[config.mk]
export PLATFORM = sky130hd
export DESIGN_NAME = dir_tag_check
export DESIGN_NICKNAME = d
export VERILOG_FILES = /design/src/dir_pkg.sv /design/src/dir_tag_check.sv
export SDC_FILE = /design/constraint.sdc
export NUM_CORES = 1
export LEC_CHECK = 0
export BUFFER_PORTS_ARGS = -buffer_cell sky130_fd_sc_hd__buf_2
export CORE_AREA = 3 3 154 156
export DETAILED_ROUTE_END_ITERATION = 12
export DIE_AREA = 0 0 157 159
export GPL_ROUTABILITY_DRIVEN = 0
export PLACE_DENSITY = 0.51
export SLEW_MARGIN = 5
export SYNTH_ARGS = -nofsm -noshare
export SYNTH_HDL_FRONTEND = slang
export SYNTH_SLANG_ARGS = --single-unit
[constraint.sdc]
create_clock -name vclk -period 4.3
set_clock_uncertainty 0.2 [all_clocks]
set_input_delay 0.645 -clock vclk [all_inputs]
set_output_delay 0.645 -clock vclk [all_outputs]
set_load 0.05 [all_outputs]
[src/dir_pkg.sv]
/* coherence directory shared definitions
   widths, entry and row layout, command and state encodings, request bundle */

`default_nettype none

package dir_pkg;

  // address layout
  localparam int paddr_width_c = 32;
  localparam int block_offset_c = 6;
  localparam int set_bits_c = 6;
  localparam int tag_offset_c = block_offset_c + set_bits_c;
  localparam int tag_width_c = paddr_width_c - tag_offset_c;

  // directory geometry
  localparam int assoc_c = 8;
  localparam int way_width_c = $clog2(assoc_c);
  // even lce in tag set 0, odd lce in tag set 1
  localparam int tag_sets_per_row_c = 2;
  localparam int lce_width_c = 8;

  typedef logic [paddr_width_c-1:0] paddr_t;
  typedef logic [tag_width_c-1:0] tag_t;
  typedef logic [way_width_c-1:0] way_t;
  typedef logic [lce_width_c-1:0] lce_t;

  // any non-zero state counts as valid
  typedef enum logic [2:0] {
    COH_I = 3'd0,
    COH_S,
    COH_E,
    COH_F,
    COH_O,
    COH_M
  } coh_state_e;

  typedef enum logic [2:0] {
    CMD_RDW,
    CMD_RDE,
    CMD_WDE,
    CMD_WDS,
    CMD_CLR
  } dir_cmd_e;

  // one way of one tag set
  typedef struct packed {
    tag_t tag;
    coh_state_e state;
  } dir_entry_t;

  typedef dir_entry_t [assoc_c-1:0] dir_tag_set_t;
  typedef dir_tag_set_t [tag_sets_per_row_c-1:0] dir_row_t;

  // request as seen at the segment boundary
  typedef struct packed {
    dir_cmd_e cmd;
    lce_t lce;
    way_t way;
    paddr_t addr;
    coh_state_e state;
  } dir_req_t;

endpackage

`default_nettype wire

[src/dir_tag_check.sv]
/* directory tag checker
   per tag set, lowest hitting way and its state for the row on the ram output */

`default_nettype none

module dir_tag_check (
  input  dir_pkg::dir_row_t                                    row_i,
  input  wire [dir_pkg::tag_sets_per_row_c-1:0]                row_v_i,
  input  dir_pkg::tag_t                                        tag_i,
  output logic [dir_pkg::tag_sets_per_row_c-1:0]               hits_o,
  output dir_pkg::way_t [dir_pkg::tag_sets_per_row_c-1:0]      ways_o,
  output dir_pkg::coh_state_e [dir_pkg::tag_sets_per_row_c-1:0] states_o
);

  always_comb begin
    for (int t = 0; t < dir_pkg::tag_sets_per_row_c; t++) begin
      // no hit reports way 0 in state I
      hits_o[t] = 1'b0;
      ways_o[t] = '0;
      states_o[t] = dir_pkg::COH_I;
      // scan from the top so the lowest match is the one that stays
      for (int w = dir_pkg::assoc_c - 1; w >= 0; w--) begin
        if (row_v_i[t] && (row_i[t][w].tag == tag_i) &&
            (row_i[t][w].state != dir_pkg::COH_I)) begin
          hits_o[t] = 1'b1;
          ways_o[t] = dir_pkg::way_t'(w);
          states_o[t] = row_i[t][w].state;
        end
      end
    end
  end

endmodule

`default_nettype wire

==> run_results.csv <==
group,metric,value,unit
outcome,status,"finished clean",
setup_path,worstSetupPathType,"in2out",
placement,pre_cts_ws,-0.0252,ns
routing,dr_wl_met2,15100,um
final_layout,design_area,7120,um^2
pwr,combPwrFrac,1.000,
routing,first_pass_iters,5,
yosys,synth_area,4700,um^2
floorplanning,rows,55,
final_layout,areaGrowthSynthToFinish,51.4,%
setup_path,crit_required,3.45,ns
final_layout,clkbuf_count,0,
placement,port_buffers,404,
hold_path,hp-start,"row_i[185]",
routing,drt-total-wl,29800,um
setup_path,cp-end-kind,"output port",
final_layout,final_cell_count_no_fill,1306,
sta,hold_viol_final,0,
clock_network,cts_post_setup_buffers_inserted,0,
sta,max_freq,234,MHz
routing,met3_length,2400,um
yosys,synthesis.nets,1002,
setup_path,cp_num_buf_inv,2,
global_routing,grt_overflow,0,
pwr,powerDensity,97.1,nW/um^2
hold_path,hold_path.class,"in2out",
pwr,intPower,341,uW
run,maxCapViolations,0,
pwr,pwr-share-clk,0,
routing,top_layer_used,"met5",
routing,drc,0,
floorplanning,io_pins,404,
floorplanning,core_area,22500,um^2
pwr,finalPower,691,uW
placement,dp.cells,1306,
routing,antenna_left,0,
sta,finalCritPeriodShare,0.992,
global_routing,grt_pass1_wl,40500,um
pwr,vdd_drop_max,0.0534,mV
floorplanning,fp.dieH,159,um
routing,drt-met1-wl,11300,um
setup_path,slowest_stage,"nor4_1",
final_layout,drive_above_1_share,0.452,
floorplanning,start_util,0.209,
hold_path,holdPathStages,4,
hold_path,holdPathEnd,"states_o[4]",
sta,tightest_slew,0.675,ns
sta,min_period,4.27,ns
yosys,ys_seq_area_frac,0,
floorplanning,die-area,25000,um^2
sta,report.final.slew_viol_count,0,
pwr,p_leak,0.00327,uW
final_layout,antennaDiodeCount,0,
clock_network,cts_hold_buf,0,
global_routing,first_global_vias,6593,
yosys,synth_area_per_cell,7.69,um^2
sta,finalSetupViolCount,0,
final_layout,seqCellArea,0,um^2
routing,drtIter0Drc,388,
routing,avgRoutedWirePerCell,22.8,um
setup_path,cp_max_fo,14,
setup_path,path_depth,9,
routing,vias_per_cell,4.83,
routing,num_vias,6312,
yosys,synth_warnings,0,
pwr,p_sw_frac,0.507,
sta,slew-limit-headroom,0.546,
global_routing,grt_max_degree,16,
placement,dp_hpwl,25200,um
pwr,p_sw,350,uW
global_routing,grt_use_total,0.219,
yosys,synth_cell_types,42,
setup_path,start_kind,"primary input",
setup_path,cp_top_family,"simple AND/OR/NAND/NOR gates",
setup_path,cp.arrival,3.42,ns
pwr,seq_power_share,0,
final_layout,num-nets-final,1413,
yosys,syn_inst,612,
final_layout,seq_cell_count,0,
floorplanning,fp.dieW,157,um
sta,grt_setup_unrepaired,"no",
sta,fin_ws,0.0349,ns
setup_path,cp_cell_sequence,"buf_2, xnor2_1, nand4_1, nor4_1, nand3_1, nand2_1, a221oi_1, o32ai_1, buf_2",
global_routing,antenna_found_initial,1,
setup_path,cp_common_cell,"buf_2",
setup_path,critPathMaxStageDelay,0.58,ns
placement,placed_area,7110,um^2
[how the worst max path moves through the flow]
stage               from           to  slack (ns)
6_report        tag_i[5]  states_o[3]        0.03
4_1_cts        tag_i[15]  states_o[0]        0.09
3_3_place_gp   tag_i[15]  states_o[0]        0.01
2_1_floorplan   tag_i[4]  states_o[0]        0.14
5_1_grt        tag_i[15]  states_o[0]        0.01
3_5_place_dp   tag_i[15]  states_o[0]       -0.03
[metal layers]
| metal | global-route usage | up-vias |
|---|---|---|
| li1 | - | 2949 |
| met1 | 0.257 | 2888 |
| met2 | 0.406 | 416 |
| met3 | 0.0269 | 57 |
| met4 | 0.0688 | 2 |
| met5 | 0 | - |
[tightest hold or removal path: stages]
cell,delay [ns]
buf_2,0.11
inv_1,0.05
o22ai_1,0.08
buf_2,0.21
[area by class of cell]
cell class | instances | area, um^2
fill | 2498 | 15400
inverter | 18 | 67.6
multi-input combinational | 553 | 4260
tap | 285 | 357
timing repair buffer | 450 | 2430
[Yosys cell counts (2+ instances only)]
| master | count | share of area |
|---|---|---|
| a2111o_1 | 2 | 0.0048 |
| a21boi_0 | 2 | 0.0032 |
| a21oi_1 | 3 | 0.0032 |
| a221o_1 | 2 | 0.0043 |
| a221oi_1 | 4 | 0.0074 |
| and2_1 | 2 | 0.0027 |
| and3_1 | 6 | 0.0080 |
| buf_2 | 8 | 0.0085 |
| buf_4 | 6 | 0.0096 |
| buf_6 | 26 | 0.062 |
| inv_1 | 18 | 0.014 |
| nand2_1 | 15 | 0.012 |
| nand3_1 | 12 | 0.013 |
| nand4_1 | 50 | 0.067 |
| nor2_1 | 15 | 0.012 |
| nor3_1 | 21 | 0.022 |
| nor4_1 | 44 | 0.059 |
| nor4_2 | 2 | 0.0053 |
| o2111ai_1 | 3 | 0.0056 |
| o21a_1 | 9 | 0.014 |
| o21ai_0 | 13 | 0.014 |
| o221a_2 | 2 | 0.0048 |
| o221ai_1 | 2 | 0.0037 |
| o22ai_1 | 2 | 0.0027 |
| o31ai_1 | 3 | 0.0048 |
| o32ai_1 | 2 | 0.0037 |
| or2_1 | 3 | 0.0040 |
| or3_1 | 3 | 0.0040 |
| xnor2_1 | 183 | 0.34 |
| xor2_1 | 137 | 0.26 |
[placed cells by master, fill, tap and decap left out, types with 2 or more instances in the layout]
master	synthesis	routed
buf_2	8	403
nor4_2	2	3
xnor2_1	183	183
nand2_1	15	14
buf_4	6	41
nand3_1	12	12
a2111o_1	2	2
o21a_1	9	9
xor2_1	137	137
a21oi_1	3	3
o22ai_1	2	2
o31ai_1	3	3
a221oi_1	4	4
or2_1	3	3
buf_12	0	5
and3_1	6	6
o221a_2	2	2
inv_1	18	18
nand4_1	50	50
nor3_1	21	21
nor2_1	15	15
nor4_1	44	43
o21ai_0	13	13
a21boi_0	2	2
a221o_1	2	2
or3_1	3	3
o32ai_1	2	2
o2111ai_1	3	3
and2_1	2	2
o221ai_1	2	2
[power groups by stage]
stage | Combinational, uW | Sequential, uW | Clock (uW)
final | 691 | 0 | 0
after global placement | 694 | 0 | 0
after detailed placement | 693 | 0 | 0
after floorplan | 353 | 0 | 0
after CTS | 697 | 0 | 0
after global routing | 745 | 0 | 0
[through the flow]
step	util	TNS [ns]	hold WS, ns
2_1_floorplan	-	0	1.36
3_3_place_gp	0.316	0	1.53
3_5_place_dp	0.316	-0.0399	1.53
4_1_cts	0.316	0	1.53
5_1_grt	0.316	0	1.55
6_report	0.316	0	1.54
[logic make-up (layout without fill, tap and decap cells)]
group | count (synthesis) | after routing | synth area share
buf+inv | 59 | 468 | 0.0955
mux | 1 | 1 | 0.00213
xor+xnor | 320 | 320 | 0.596
simple gates | 178 | 178 | 0.220
compound gates | 54 | 54 | 0.0867
[what timing repair did]
item	4_1_cts	5_1_grt
resized for setup	1	2
setup endpoints to repair	2	3
cloned	0	0
Power figures use the tool's default switching activity.
