### src/dir_pkg.sv
/* coherence directory shared definitions
   widths, entry and row layout, command and state encodings, request bundle */

`default_nettype none

package dir_pkg;

  // address layout
  localparam int paddr_width_c = 32;
  localparam int block_offset_c = 6;
  localparam int set_bits_c = 6;
  localparam int tag_offset_c = block_offset_c + set_bits_c;
  localparam int tag_width_c = paddr_width_c - tag_offset_c;

  // directory geometry
  localparam int assoc_c = 8;
  localparam int way_width_c = $clog2(assoc_c);
  // even lce in tag set 0, odd lce in tag set 1
  localparam int tag_sets_per_row_c = 2;
  localparam int lce_width_c = 8;

  typedef logic [paddr_width_c-1:0] paddr_t;
  typedef logic [tag_width_c-1:0] tag_t;
  typedef logic [way_width_c-1:0] way_t;
  typedef logic [lce_width_c-1:0] lce_t;

  // any non-zero state counts as valid
  typedef enum logic [2:0] {
    COH_I = 3'd0,
    COH_S,
    COH_E,
    COH_F,
    COH_O,
    COH_M
  } coh_state_e;

  typedef enum logic [2:0] {
    CMD_RDW,
    CMD_RDE,
    CMD_WDE,
    CMD_WDS,
    CMD_CLR
  } dir_cmd_e;

  // one way of one tag set
  typedef struct packed {
    tag_t tag;
    coh_state_e state;
  } dir_entry_t;

  typedef dir_entry_t [assoc_c-1:0] dir_tag_set_t;
  typedef dir_tag_set_t [tag_sets_per_row_c-1:0] dir_row_t;

  // request as seen at the segment boundary
  typedef struct packed {
    dir_cmd_e cmd;
    lce_t lce;
    way_t way;
    paddr_t addr;
    coh_state_e state;
  } dir_req_t;

endpackage

`default_nettype wire

### src/dir_sharers.sv
/* sharers vector and entry address registers
   collect per-lce hit, way and state from full reads, or one entry from an entry read */

`default_nettype none

module dir_sharers #(
  parameter int num_lce_p = 4,
  localparam int rows_per_set_lp =
    (num_lce_p + dir_pkg::tag_sets_per_row_c - 1) / dir_pkg::tag_sets_per_row_c,
  localparam int row_num_width_lp = (rows_per_set_lp > 1) ? $clog2(rows_per_set_lp) : 1
) (
  input  wire                                                   clk_i,
  input  wire                                                   reset_i,
  input  wire                                                   clear_i,
  input  wire                                                   capture_row_i,
  input  wire [row_num_width_lp-1:0]                            row_num_i,
  input  wire                                                   capture_entry_i,
  input  wire                                                   done_i,
  input  wire [dir_pkg::tag_sets_per_row_c-1:0]                 hits_i,
  input  dir_pkg::way_t [dir_pkg::tag_sets_per_row_c-1:0]       ways_i,
  input  dir_pkg::coh_state_e [dir_pkg::tag_sets_per_row_c-1:0] states_i,
  input  dir_pkg::dir_row_t                                     row_i,
  input  dir_pkg::lce_t                                         lce_i,
  input  dir_pkg::way_t                                         way_i,
  input  dir_pkg::tag_t                                         tag_i,
  output logic                                                  sharers_v_o,
  output logic [num_lce_p-1:0]                                  sharers_hits_o,
  output dir_pkg::way_t [num_lce_p-1:0]                         sharers_ways_o,
  output dir_pkg::coh_state_e [num_lce_p-1:0]                   sharers_states_o,
  output logic                                                  addr_v_o,
  output dir_pkg::paddr_t                                       addr_o
);

  // addressed entry of an entry read
  dir_pkg::dir_entry_t entry;

  assign entry = row_i[lce_i[0]][way_i];

  // valid flags drop on any accepted request
  always_ff @(posedge clk_i) begin
    if (reset_i) begin
      sharers_v_o <= 1'b0;
      addr_v_o <= 1'b0;
    end else if (clear_i) begin
      sharers_v_o <= 1'b0;
      addr_v_o <= 1'b0;
    end else begin
      if (done_i) begin
        sharers_v_o <= 1'b1;
      end
      if (capture_entry_i) begin
        addr_v_o <= 1'b1;
      end
    end
  end

  always_ff @(posedge clk_i) begin
    if (clear_i) begin
      sharers_hits_o <= '0;
      sharers_ways_o <= '0;
      for (int s = 0; s < num_lce_p; s++) begin
        sharers_states_o[s] <= dir_pkg::COH_I;
      end
    end else if (capture_row_i) begin
      // slot s lives in row s/2, tag set s%2
      for (int s = 0; s < num_lce_p; s++) begin
        if (row_num_i == row_num_width_lp'(s / dir_pkg::tag_sets_per_row_c)) begin
          sharers_hits_o[s] <= hits_i[s % dir_pkg::tag_sets_per_row_c];
          sharers_ways_o[s] <= ways_i[s % dir_pkg::tag_sets_per_row_c];
          sharers_states_o[s] <= states_i[s % dir_pkg::tag_sets_per_row_c];
        end
      end
    end else if (capture_entry_i) begin
      // entry result goes to slot 0, other slots stay cleared
      sharers_hits_o[0] <= (entry.tag == tag_i) && (entry.state != dir_pkg::COH_I);
      sharers_ways_o[0] <= way_i;
      sharers_states_o[0] <= entry.state;
    end
  end

  // stored tag with set and offset bits zero
  always_ff @(posedge clk_i) begin
    if (capture_entry_i) begin
      addr_o <= {entry.tag, {dir_pkg::tag_offset_c{1'b0}}};
    end
  end

endmodule

`default_nettype wire

### config.mk
export PLATFORM = sky130hd
export DESIGN_NAME = dir_sharers
export DESIGN_NICKNAME = d
export VERILOG_FILES = /design/src/dir_pkg.sv /design/src/dir_sharers.sv
export SDC_FILE = /design/constraint.sdc
export NUM_CORES = 1
export LEC_CHECK = 0
export BUFFER_PORTS_ARGS = -buffer_cell sky130_fd_sc_hd__buf_4
export CAP_MARGIN = 20
export CORE_AREA = 2 2 190 192
export DETAILED_ROUTE_END_ITERATION = 7
export DIE_AREA = 0 0 192 194
export PLACE_DENSITY_LB_ADDON = 0.1
export SYNTH_ARGS = -nofsm -noshare
export SYNTH_HDL_FRONTEND = slang
export SYNTH_SLANG_ARGS = --single-unit
### constraint.sdc
create_clock -name clk_i -period 2.55 [get_ports clk_i]
set_input_delay 0.51 -clock clk_i [delete_from_list [all_inputs] [get_ports clk_i]]
set_output_delay 0.51 -clock clk_i [all_outputs]
set_load 0.02 [all_outputs]
==> impl_results.md <==
* Status: finished, final reports clean
* Pin count of the biggest net entering global routing at 32
* Hold Slack at between 0.3 and 0.4 ns
* Clk slew on worst S/H paths at about 0.08 ns
* Setup Crit Path Kind: in2reg
* Area leader, netlist: mux4_2
* Grt ovf at 0
* Die area at 0.0372 mm2
* GP Congestion at 0.769
* Fin nets at between 1,000 and 1,500
* # IOs at a little under 500
* Max Clk Rate at 397 MHz
* #FFs+latches synth at 50
* Syn avg cell area at 10.8 um2
* Share of the synthesized area in the top cell type at 0.284
* Total iterations of the first detailed-routing run at 4
* Top fanout value on the critical path at 14
* HP Start: reset_i
* Number of global-route vias before repair at 6,807
* Core Region at 0.0352 mm2
* Filler cells at 3,793
* Clk sink count at 50
* Ant diodes at 0
* Post-Layout Cell Count at 1,491
* Setup crit start kind: input pin
* Synth top area cells: mux4_2, dfxtp_1, edfxtp_1
* Req. time, crit path at 2.80 ns
* Port buffer count at 462
* Internal power at 2.31 mW
* Slowest cell delay on critical path at 0.53 ns
* Cells after Synth at 493
* Clock Tree Buf Depth at 2
* Most used DFF post-synth: dfxtp_1
* Fin. Hold Viols at 0
* Ys async rst share at 0
* Max Slew Vio Count at 0
* Syn-to-layout area delta at 95.3%
* RR Startpoint: sharers_hits_o[0]
* PD cells at 332 mW/mm2
* All-layer global routing usage at 0.165
* Final instance area at slightly above 0.01 mm2
* Max cap viols at 0
* Comb power frac at 0.510
* Endpoint class of the critical path: flip-flop
* Hold-fix buffers, CTS at 0
* Top cell by count, worst path: buf_12
* Vias/cell at about 4.2
* RSZ-0062 raised after global routing: yes
* Placed instance area at a little under 0.01 mm2
* Placed cells at 1,466
* Sw Share at 0.330
* DP HPWL at ~28,000 um
* Layout cell share with drive strength beyond 1 at 0.657
* Type of the worst min-delay path: in2reg
* Final setup fails at 0
* Final period util at 0.987
* TritonCTS clock tree: done
* Worst path slowest cell: mux4_2
* Mapped Area at 0.00531 mm2
* Peak supply drop at 250 uV
* Total routed wirelength at 31,700 um
* Post-synthesis sequential area ratio at 0.226
* Initial antenna violation count at 0
* Die H at 194 um
* Initial Util at 0.151
* DRC errors left at 0
* Root buffer cell: clkbuf_16
* Multi-input logic area at 0.00395 mm2
* FF/Latch Area at around 0.0012 mm2
* Slew @ Worst Pin at 0.643 ns
* Setup total negative slack at 0 ns
* CP Cell Sequence: buf_12 > buf_12 > buf_12 > buf_16 > mux4_2 > o211ai_1 > xor2_1 > nand3_1 > a221oi_2 > a41o_1
* CP startpoint: lce_i[0]
* Die Wd at approximately 190 um
* Worst EP arrival at 2.77 ns
* Tmin final at roughly 2.5 ns
* Num rows at 69
* Clock skew at 0 ns
* Number of synthesized flops with an enable pin at 20
* Iteration-0 DRC count of the detailed router at 230
* Clk pwr share at 0.218
* Ys Warns at 0
* DR WL/cell at 21.2 um
* Routed via count at between 6,000 and 7,000
* Max_slew headroom at 0.570
* Antenna Nets Post-Route at 0
* Clock buffer count from CTS at 5
* Sequential share of power at 0.272
* Clk_lat worst skew at 0.30 ns
* First-pass GRT wire length at around 45,000 um
* Leak at 4.72 nW
* Count of cell types in the netlist at a little over 50
* Htree depth at 2
* Psw at about 1.1 mW
repair_timing:
item	CTS	global route
gates resized for setup	28	12
setup buffers	14	3
pin swaps	10	8
setup endpoints to repair	1	1
placed cells by master, fill, tap and decap left out, types with 6 or more instances in the layout:
cell | Yosys | layout
a21oi_1 | 30 | 30
a22oi_1 | 13 | 13
buf_12 | 0 | 12
buf_4 | 17 | 551
buf_6 | 6 | 6
conb_1 | 1 | 12
dfxtp_1 | 30 | 30
edfxtp_1 | 20 | 20
mux2_2 | 11 | 10
mux2i_1 | 43 | 41
mux4_1 | 8 | 8
mux4_2 | 67 | 67
nand2_1 | 67 | 67
nand2b_1 | 9 | 8
nor2_1 | 21 | 20
nor2b_1 | 6 | 6
nor3_1 | 6 | 6
o21ai_0 | 11 | 9
o22ai_1 | 13 | 11
xnor2_1 | 14 | 12
xor2_1 | 14 | 14
power by group through the flow:
| stage | clock, mW | combinational [mW] | sequential (mW) |
|---|---|---|---|
| 2_1_floorplan | 0 | 0.653 | 1.03 |
| 3_3_place_gp | 0 | 1.71 | 0.954 |
| 3_5_place_dp | 0 | 1.71 | 0.956 |
| 4_1_cts | 0.793 | 1.77 | 0.938 |
| 5_1_grt | 0.810 | 1.90 | 0.943 |
| 6_report | 0.752 | 1.76 | 0.935 |
Yosys cell counts (2+ instances only):
cell / count
and2_1: 3
o221ai_1: 5
xor2_1: 14
o211ai_1: 3
mux4_2: 67
a21oi_1: 30
nand2b_1: 9
a22oi_1: 13
xnor2_1: 14
nor2b_1: 6
a22o_1: 4
mux2_2: 11
buf_2: 8
a31oi_1: 2
o21ai_0: 11
nor3b_1: 2
dfxtp_1: 30
clkbuf_1: 16
buf_6: 6
nor3_1: 6
nand2_1: 67
inv_1: 3
buf_4: 17
edfxtp_1: 20
a221oi_1: 2
nand4_1: 3
nand3_1: 5
buf_1: 5
a211oi_1: 7
mux2i_1: 43
mux4_1: 8
a221o_1: 2
nor2_1: 21
o22ai_1: 13
per-stage QoR:
stage	util	setup WS (ns)	power [mW]
2_1_floorplan	-	0.00105	1.68
3_3_place_gp	0.280	-0.525	2.66
3_5_place_dp	0.280	-0.562	2.66
4_1_cts	0.292	-0.0441	3.50
5_1_grt	0.294	-0.104	3.65
6_report	0.294	0.0322	3.44
critical path: cells and delay by family:
kind | cells | cell delay [ns]
multiplexers | 1 | 0.53
buffers and inverters | 4 | 0.53
AND/OR/NAND/NOR | 1 | 0.17
XOR/XNOR | 1 | 0.32
AO/OA/AOI/OAI | 3 | 0.71
cell type report:
| cell class | count | share of cell area |
|---|---|---|
| Tap cell | 461 | 0.0556 |
| Multi-Input combinational cell | 398 | 0.381 |
| Inverter | 4 | 0.00145 |
| Clock inverter | 3 | 0.00278 |
| Timing Repair Buffer | 570 | 0.431 |
| Sequential cell | 50 | 0.116 |
| Clock buffer | 5 | 0.0121 |
kinds of logic (layout without fill, tap and decap cells):
group | Yosys count | in the layout | share of synthesized area
AOI/OAI and AO/OA | 101 | 101 | 0.127
other | 1 | 12 | 0.000707
xor gates and xnor gates | 28 | 28 | 0.0462
and+or+nand+nor | 127 | 127 | 0.107
DFF | 50 | 50 | 0.226
muxes | 130 | 130 | 0.431
buffers and inverters | 56 | 582 | 0.0620
per-layer routing:
metal	track usage	up-vias	wire length, um
li1	-	3003	-
met1	0.205	3048	13100
met2	0.292	250	16200
met3	0.0369	18	2010
met4	0.0288	0	363
met5	0	-	0
worst paths after layout:
path	endpoint	slack, ns	depth (start not counted)
setup reg to reg	sharers_hits_o[0]	1.60	3
hold reg to reg	sharers_states_o[4]	0.46	2
setup / recovery	sharers_hits_o[0]	0.03	10
hold / removal	sharers_v_o	0.37	2
state kept, by name, indices dropped and copies added (netlist names):
signal            flops
sharers_v_o           1
addr_o               20
addr_v_o              1
sharers_states_o     12
sharers_hits_o        4
sharers_ways_o       12
(Power assumes the default switching activity.)
