File: config.mk
export PLATFORM = sky130hd
export DESIGN_NAME = dir_ctrl
export DESIGN_NICKNAME = d
export VERILOG_FILES = /design/src/dir_pkg.sv /design/src/dir_ctrl.sv
export SDC_FILE = /design/constraint.sdc
export NUM_CORES = 1
export LEC_CHECK = 0
export BUFFER_PORTS_ARGS = -buffer_cell sky130_fd_sc_hd__buf_2
export CAP_MARGIN = 20
export CORE_AREA = 2 2 329 331
export DETAILED_ROUTE_END_ITERATION = 16
export DIE_AREA = 0 0 331 333
export PLACE_DENSITY = 0.3
export SYNTH_ARGS = -nofsm -noshare
export SYNTH_HDL_FRONTEND = slang
export SYNTH_SLANG_ARGS = --single-unit
File: constraint.sdc
create_clock -name clk_i -period 5.9 [get_ports clk_i]
set_input_delay 1.18 -clock clk_i [delete_from_list [all_inputs] [get_ports clk_i]]
set_output_delay 1.18 -clock clk_i [all_outputs]
set_load 0.02 [all_outputs]
File: src/dir_pkg.sv
/* coherence directory shared definitions
   widths, entry and row layout, command and state encodings, request bundle */

`default_nettype none

package dir_pkg;

  // address layout
  localparam int paddr_width_c = 32;
  localparam int block_offset_c = 6;
  localparam int set_bits_c = 6;
  localparam int tag_offset_c = block_offset_c + set_bits_c;
  localparam int tag_width_c = paddr_width_c - tag_offset_c;

  // directory geometry
  localparam int assoc_c = 8;
  localparam int way_width_c = $clog2(assoc_c);
  // even lce in tag set 0, odd lce in tag set 1
  localparam int tag_sets_per_row_c = 2;
  localparam int lce_width_c = 8;

  typedef logic [paddr_width_c-1:0] paddr_t;
  typedef logic [tag_width_c-1:0] tag_t;
  typedef logic [way_width_c-1:0] way_t;
  typedef logic [lce_width_c-1:0] lce_t;

  // any non-zero state counts as valid
  typedef enum logic [2:0] {
    COH_I = 3'd0,
    COH_S,
    COH_E,
    COH_F,
    COH_O,
    COH_M
  } coh_state_e;

  typedef enum logic [2:0] {
    CMD_RDW,
    CMD_RDE,
    CMD_WDE,
    CMD_WDS,
    CMD_CLR
  } dir_cmd_e;

  // one way of one tag set
  typedef struct packed {
    tag_t tag;
    coh_state_e state;
  } dir_entry_t;

  typedef dir_entry_t [assoc_c-1:0] dir_tag_set_t;
  typedef dir_tag_set_t [tag_sets_per_row_c-1:0] dir_row_t;

  // request as seen at the segment boundary
  typedef struct packed {
    dir_cmd_e cmd;
    lce_t lce;
    way_t way;
    paddr_t addr;
    coh_state_e state;
  } dir_req_t;

endpackage

`default_nettype wire

File: src/dir_ctrl.sv
/* directory sequencing FSM
   clears rows after reset, decodes requests, steps through the rows of a full read */

`default_nettype none

module dir_ctrl #(
  parameter int num_lce_p = 4,
  parameter int tag_sets_p = 64,
  localparam int rows_per_set_lp =
    (num_lce_p + dir_pkg::tag_sets_per_row_c - 1) / dir_pkg::tag_sets_per_row_c,
  localparam int rows_lp = rows_per_set_lp * tag_sets_p,
  localparam int row_addr_width_lp = (rows_lp > 1) ? $clog2(rows_lp) : 1,
  localparam int row_num_width_lp = (rows_per_set_lp > 1) ? $clog2(rows_per_set_lp) : 1
) (
  input  wire                                          clk_i,
  input  wire                                          reset_i,
  input  wire                                          req_v_i,
  input  dir_pkg::dir_req_t                            req_i,
  output logic                                         busy_o,
  output logic                                         ram_en_o,
  output logic                                         ram_we_o,
  output logic [row_addr_width_lp-1:0]                 ram_addr_o,
  output dir_pkg::dir_row_t                            ram_mask_o,
  output dir_pkg::dir_row_t                            ram_wdata_o,
  output logic [dir_pkg::tag_sets_per_row_c-1:0]       row_v_o,
  output dir_pkg::tag_t                                tag_o,
  output dir_pkg::lce_t                                lce_o,
  output dir_pkg::way_t                                way_o,
  output logic                                         clear_o,
  output logic                                         capture_row_o,
  output logic [row_num_width_lp-1:0]                  row_num_o,
  output logic                                         capture_entry_o,
  output logic                                         done_o
);

  typedef enum logic [2:0] {
    RESET,
    INIT,
    READY,
    READ_FULL,
    READ_ENTRY
  } ctrl_state_e;

  ctrl_state_e state_r, state_n;
  logic [row_addr_width_lp-1:0] cnt_r, cnt_n;
  logic [row_addr_width_lp-1:0] addr_r, addr_n;
  logic [dir_pkg::tag_sets_per_row_c-1:0] row_v_r, row_v_n;
  dir_pkg::dir_req_t req_r;
  logic req_capture;

  // row of the set for lce 0 and 1, and the row holding the addressed lce
  logic [row_addr_width_lp-1:0] set_row;
  logic [row_addr_width_lp-1:0] entry_row;

  // tag sets holding real lces in row k of a set
  function automatic logic [dir_pkg::tag_sets_per_row_c-1:0] row_mask(input int k);
    row_mask = ((2 * k + 1) < num_lce_p) ? 2'b11 : 2'b01;
  endfunction

  // set index is the low set bits modulo the sets stored
  assign set_row = row_addr_width_lp'(
    req_i.addr[dir_pkg::block_offset_c +: dir_pkg::set_bits_c] % tag_sets_p);
  assign entry_row = row_addr_width_lp'((req_i.lce >> 1) * tag_sets_p) + set_row;

  assign busy_o = (state_r != READY);
  assign row_v_o = row_v_r;
  assign tag_o = req_r.addr[dir_pkg::tag_offset_c +: dir_pkg::tag_width_c];
  assign lce_o = req_r.lce;
  assign way_o = req_r.way;
  assign row_num_o = cnt_r[row_num_width_lp-1:0];

  always_ff @(posedge clk_i) begin
    if (reset_i) begin
      state_r <= RESET;
      cnt_r <= '0;
      addr_r <= '0;
      row_v_r <= '0;
    end else begin
      state_r <= state_n;
      cnt_r <= cnt_n;
      addr_r <= addr_n;
      row_v_r <= row_v_n;
    end
  end

  always_ff @(posedge clk_i) begin
    if (req_capture) begin
      req_r <= req_i;
    end
  end

  always_comb begin
    state_n = state_r;
    cnt_n = cnt_r;
    addr_n = addr_r;
    // row valid only for the cycle after a full read access
    row_v_n = '0;
    req_capture = 1'b0;
    ram_en_o = 1'b0;
    ram_we_o = 1'b0;
    ram_addr_o = '0;
    ram_mask_o = '0;
    ram_wdata_o = '0;
    clear_o = 1'b0;
    capture_row_o = 1'b0;
    capture_entry_o = 1'b0;
    done_o = 1'b0;

    case (state_r)
      RESET: begin
        cnt_n = '0;
        state_n = INIT;
      end
      INIT: begin
        // one clearing write per row
        ram_en_o = 1'b1;
        ram_we_o = 1'b1;
        ram_addr_o = cnt_r;
        ram_mask_o = '1;
        if (cnt_r == row_addr_width_lp'(rows_lp - 1)) begin
          cnt_n = '0;
          state_n = READY;
        end else begin
          cnt_n = cnt_r + 1'b1;
        end
      end
      READY: begin
        if (req_v_i) begin
          req_capture = 1'b1;
          clear_o = 1'b1;
          cnt_n = '0;
          ram_en_o = 1'b1;
          ram_addr_o = entry_row;
          case (req_i.cmd)
            dir_pkg::CMD_RDW: begin
              // first row of the set, later rows are tag_sets_p apart
              ram_addr_o = set_row;
              addr_n = set_row + row_addr_width_lp'(tag_sets_p);
              row_v_n = row_mask(0);
              state_n = READ_FULL;
            end
            dir_pkg::CMD_RDE: begin
              state_n = READ_ENTRY;
            end
            dir_pkg::CMD_WDE: begin
              ram_we_o = 1'b1;
              ram_mask_o[req_i.lce[0]][req_i.way] = '1;
              ram_wdata_o[req_i.lce[0]][req_i.way].tag =
                req_i.addr[dir_pkg::tag_offset_c +: dir_pkg::tag_width_c];
              ram_wdata_o[req_i.lce[0]][req_i.way].state = req_i.state;
            end
            dir_pkg::CMD_WDS: begin
              // state bits only, tag untouched
              ram_we_o = 1'b1;
              ram_mask_o[req_i.lce[0]][req_i.way].state = dir_pkg::coh_state_e'(3'b111);
              ram_wdata_o[req_i.lce[0]][req_i.way].state = req_i.state;
            end
            dir_pkg::CMD_CLR: begin
              // both tag sets of the row
              ram_we_o = 1'b1;
              ram_mask_o = '1;
            end
            default: begin
              ram_en_o = 1'b0;
            end
          endcase
        end
      end
      READ_FULL: begin
        // fold the row that just came back
        capture_row_o = 1'b1;
        if (cnt_r < row_addr_width_lp'(rows_per_set_lp - 1)) begin
          ram_en_o = 1'b1;
          ram_addr_o = addr_r;
          addr_n = addr_r + row_addr_width_lp'(tag_sets_p);
          row_v_n = row_mask(int'(cnt_r) + 1);
          cnt_n = cnt_r + 1'b1;
        end else begin
          done_o = 1'b1;
          state_n = READY;
        end
      end
      READ_ENTRY: begin
        capture_entry_o = 1'b1;
        done_o = 1'b1;
        state_n = READY;
      end
      default: begin
        state_n = RESET;
      end
    endcase
  end

endmodule

`default_nettype wire

==> run metrics <==
Syn Nets=between 1,000 and 1,500; initial antenna violation count=25; startpoint types=input port; hold-fix buffer count after cts=0; Max IR drop VDD=roughly 100 uV; Die W=roughly 330 um; Least-Margin Pin Slew=between 1000 and 1500 ps; Fill cells=roughly 13,000; Clk network pwr share=15.5%; fmax=around 230 MHz; setup violators final=0; number of flops mapped to enable cells by yosys=31; Switch Pwr=1.267 mW; top cells by area, synth=buf_4, and3_1, edfxtp_1; drt initial violations=~400; Clock Path Buffers=2; Sequential Power Share=about 18%; number of warnings issued by yosys=0; die height=333 um; # IOs=between 800 and 900; largest net degree at the start of global routing=between 100 and 150; setup TNS=0 ps; Core ar.=roughly 110,000 um^2; first-pass GRT wire length=~66,000 um; synth unique cells=46; Max Clock Skew=8.489 ps; area grow syn2layout=38.99%; port bufs=approximately 830; worst path cell trace=buf_2, nand3b_1, nor4_4, buf_12, nand2_1, nand2_1, buf_2; row count=between 100 and 150; H-tree depth=2; hpwl dp=39,020 um; vias in the first global route=around 8,000; number of synthesized register bits=50; Yosys top cell by area=buf_4; CP endpoint kind=primary output; DRT antenna net count=0; Reg clk slew, reported paths=~80 ps; Crit path arrival time=approximately 3300 ps; Slew Limit Fails=0; area of the die=between 100,000 and 150,000 um^2; Logic pwr share=approximately two thirds; Post-Route WL=51,910 um; Mapped Cells=1,059; Skew-Pair Late Insertion Delay=~300 ps; remaining global-route overflow=0; Sw Share=between 50% and 60%; area occupied by registers=1311 um^2; Crit Path Category=in -> out; Tightest Hold Check Type=reg -> reg; CP max stage delay=540 ps; final instance area=roughly 11,000 um^2; DR WL/cell=18.00 um; TritonCTS Buffers=5; Crit path required time=4720 ps; endpoints failing hold=0; Static Leak=between 7 and 8 nW; multi-input combinational cell area=between 3000 and 4000 um^2; nets=1,517; Setup Fix Bufs, Post-CTS=0; internal power=approximately 0.95 mW; highest-delay cell along the critical path=nand2_1; Syn Area/Cell=about 7.5 um^2; cts repair resizes=0; outcome=finished, final reports clean; clk sinks=50; share of cells above drive strength 1=59.86%; FFs w/ async S/R, synth=0%; via count=between 8,000 and 9,000; CTS tree=yes; Placer Congestion=0.6666; post-synthesis cell area=approximately 8000 um^2; P per Cell Area=roughly 200 nW/um^2; top cell type's share of synthesized area=about a third; crit path max fanout=80; DR vias/cell=3.015; # DRC=0; Tot GR Track Use=~8.5%; commonest non-fill, non-tap cell in the layout=buf_2; minimum clock period=between 4000 and 5000 ps; sequential share of the synthesized area=16.49%; RSZ-0062 raised after global routing=no; Cell Area, Placed=~11,000 um^2; initial core utilization=~7.5%; total power=2.214 mW; ys flop type=edfxtp_1; Slew headroom=32.44%; drt first pass iters=5; clock root cell=clkbuf_16; most frequent cells in the layout=buf_2, and3_1, nand2_1, edfxtp_1, buf_4; Max-Cap Viols=0; Tcrit/Tclk final=between 70% and 80%
-- worst max-delay path, delay by kind of cell --
family / cells / cell delay, ps
buffers and inverters: 3 / 780
and+or+nand+nor: 4 / 1230
-- power by group through the flow --
stage | combinational (mW) | clock (mW) | sequential [mW]
floorplan | 1.44 | 0 | 0.407
global placement | 1.51 | 0 | 0.404
detailed placement | 1.50 | 0 | 0.404
CTS | 1.50 | 0.357 | 0.396
global route | 1.59 | 0.366 | 0.398
finish | 1.47 | 0.344 | 0.396
-- layer usage --
layer / global-route usage [%] / part of all wire (%)
met5: 0 / 0
met4: 1.610 / 1.2
met3: 1.151 / 7.1
met2: 15.35 / 49
met1: 10.79 / 42
-- per-stage QoR --
| step | std cells | util, % | hold WS (ps) | setup WS (ps) |
|---|---|---|---|---|
| floorplan | 1059 | - | 444.5 | 666.6 |
| global placement | 2860 | 10.17 | 461.3 | 1352 |
| detailed placement | 2860 | 10.17 | 466.9 | 1344 |
| CTS | 2868 | 10.33 | 478.1 | 1336 |
| global route | 2868 | 10.33 | 509.3 | 1165 |
| finish | 2883 | 10.37 | 478.8 | 1461 |
-- path summary, 6_finish.rpt --
check	slack, ps	cells past startpoint	end	from
min	480	2	addr_r[5]$_SDFFE_PP0P_	addr_r[5]$_SDFFE_PP0P_
max reg2reg	3360	5	addr_r[1]$_SDFFE_PP0P_	state_r[1]$_SDFFE_PP0P_
min reg2reg	480	2	addr_r[5]$_SDFFE_PP0P_	addr_r[5]$_SDFFE_PP0P_
max	1460	7	ram_mask_o[367]	req_i[48]
-- registers in the layout, summed over array words and instances, names as in the netlist --
name and cells:
addr_r 7, cnt_r 7, lce_o 8, state_r 3, way_o 3, tag_o 20
row_v_o 2
-- kinds of logic after synthesis --
kind of cell               count (synthesis)  synth area share, %
AOI/OAI and AO/OA                         40                3.603
xor gates and xnor gates                   1               0.1102
adders and majority gates                  1               0.1573
buffers and inverters                    465                41.82
DFF                                       50                16.49
muxes                                      5               0.6294
and+or+nand+nor                          497                37.19
-- cell usage after synthesis, types with 2 or more instances --
cell and number:
buf_2 5, nor4_4 2, nand3_1 2, a211oi_1 3
buf_4 337, o21ai_0 8, buf_6 7, or3_1 2
mux2i_1 5, inv_1 10, nor2_1 15, dfxtp_1 19
clkbuf_2 3, nand3b_1 4, and3b_1 4, a211o_1 2
a222oi_1 6, a21oi_1 6, buf_8 21, nor3_1 10
clkbuf_1 81, edfxtp_1 31, o311a_1 3, o22ai_1 2
nand2_1 70, a31oi_1 5, nor3b_1 6, nand2b_1 3
and3_1 370
-- layout make-up --
| class | instances | share of cell area (%) |
|---|---|---|
| well taps | 1403 | 15.88 |
| clock inverters | 3 | 0.4075 |
| clock buffers | 5 | 1.132 |
| diodes | 15 | 0.3396 |
| repair buffers | 853 | 39.39 |
| inverters | 10 | 0.3396 |
| multi-input cells | 544 | 30.64 |
| flip-flops and latches | 50 | 11.86 |
Note: power is estimated with default switching activity, not from simulation.
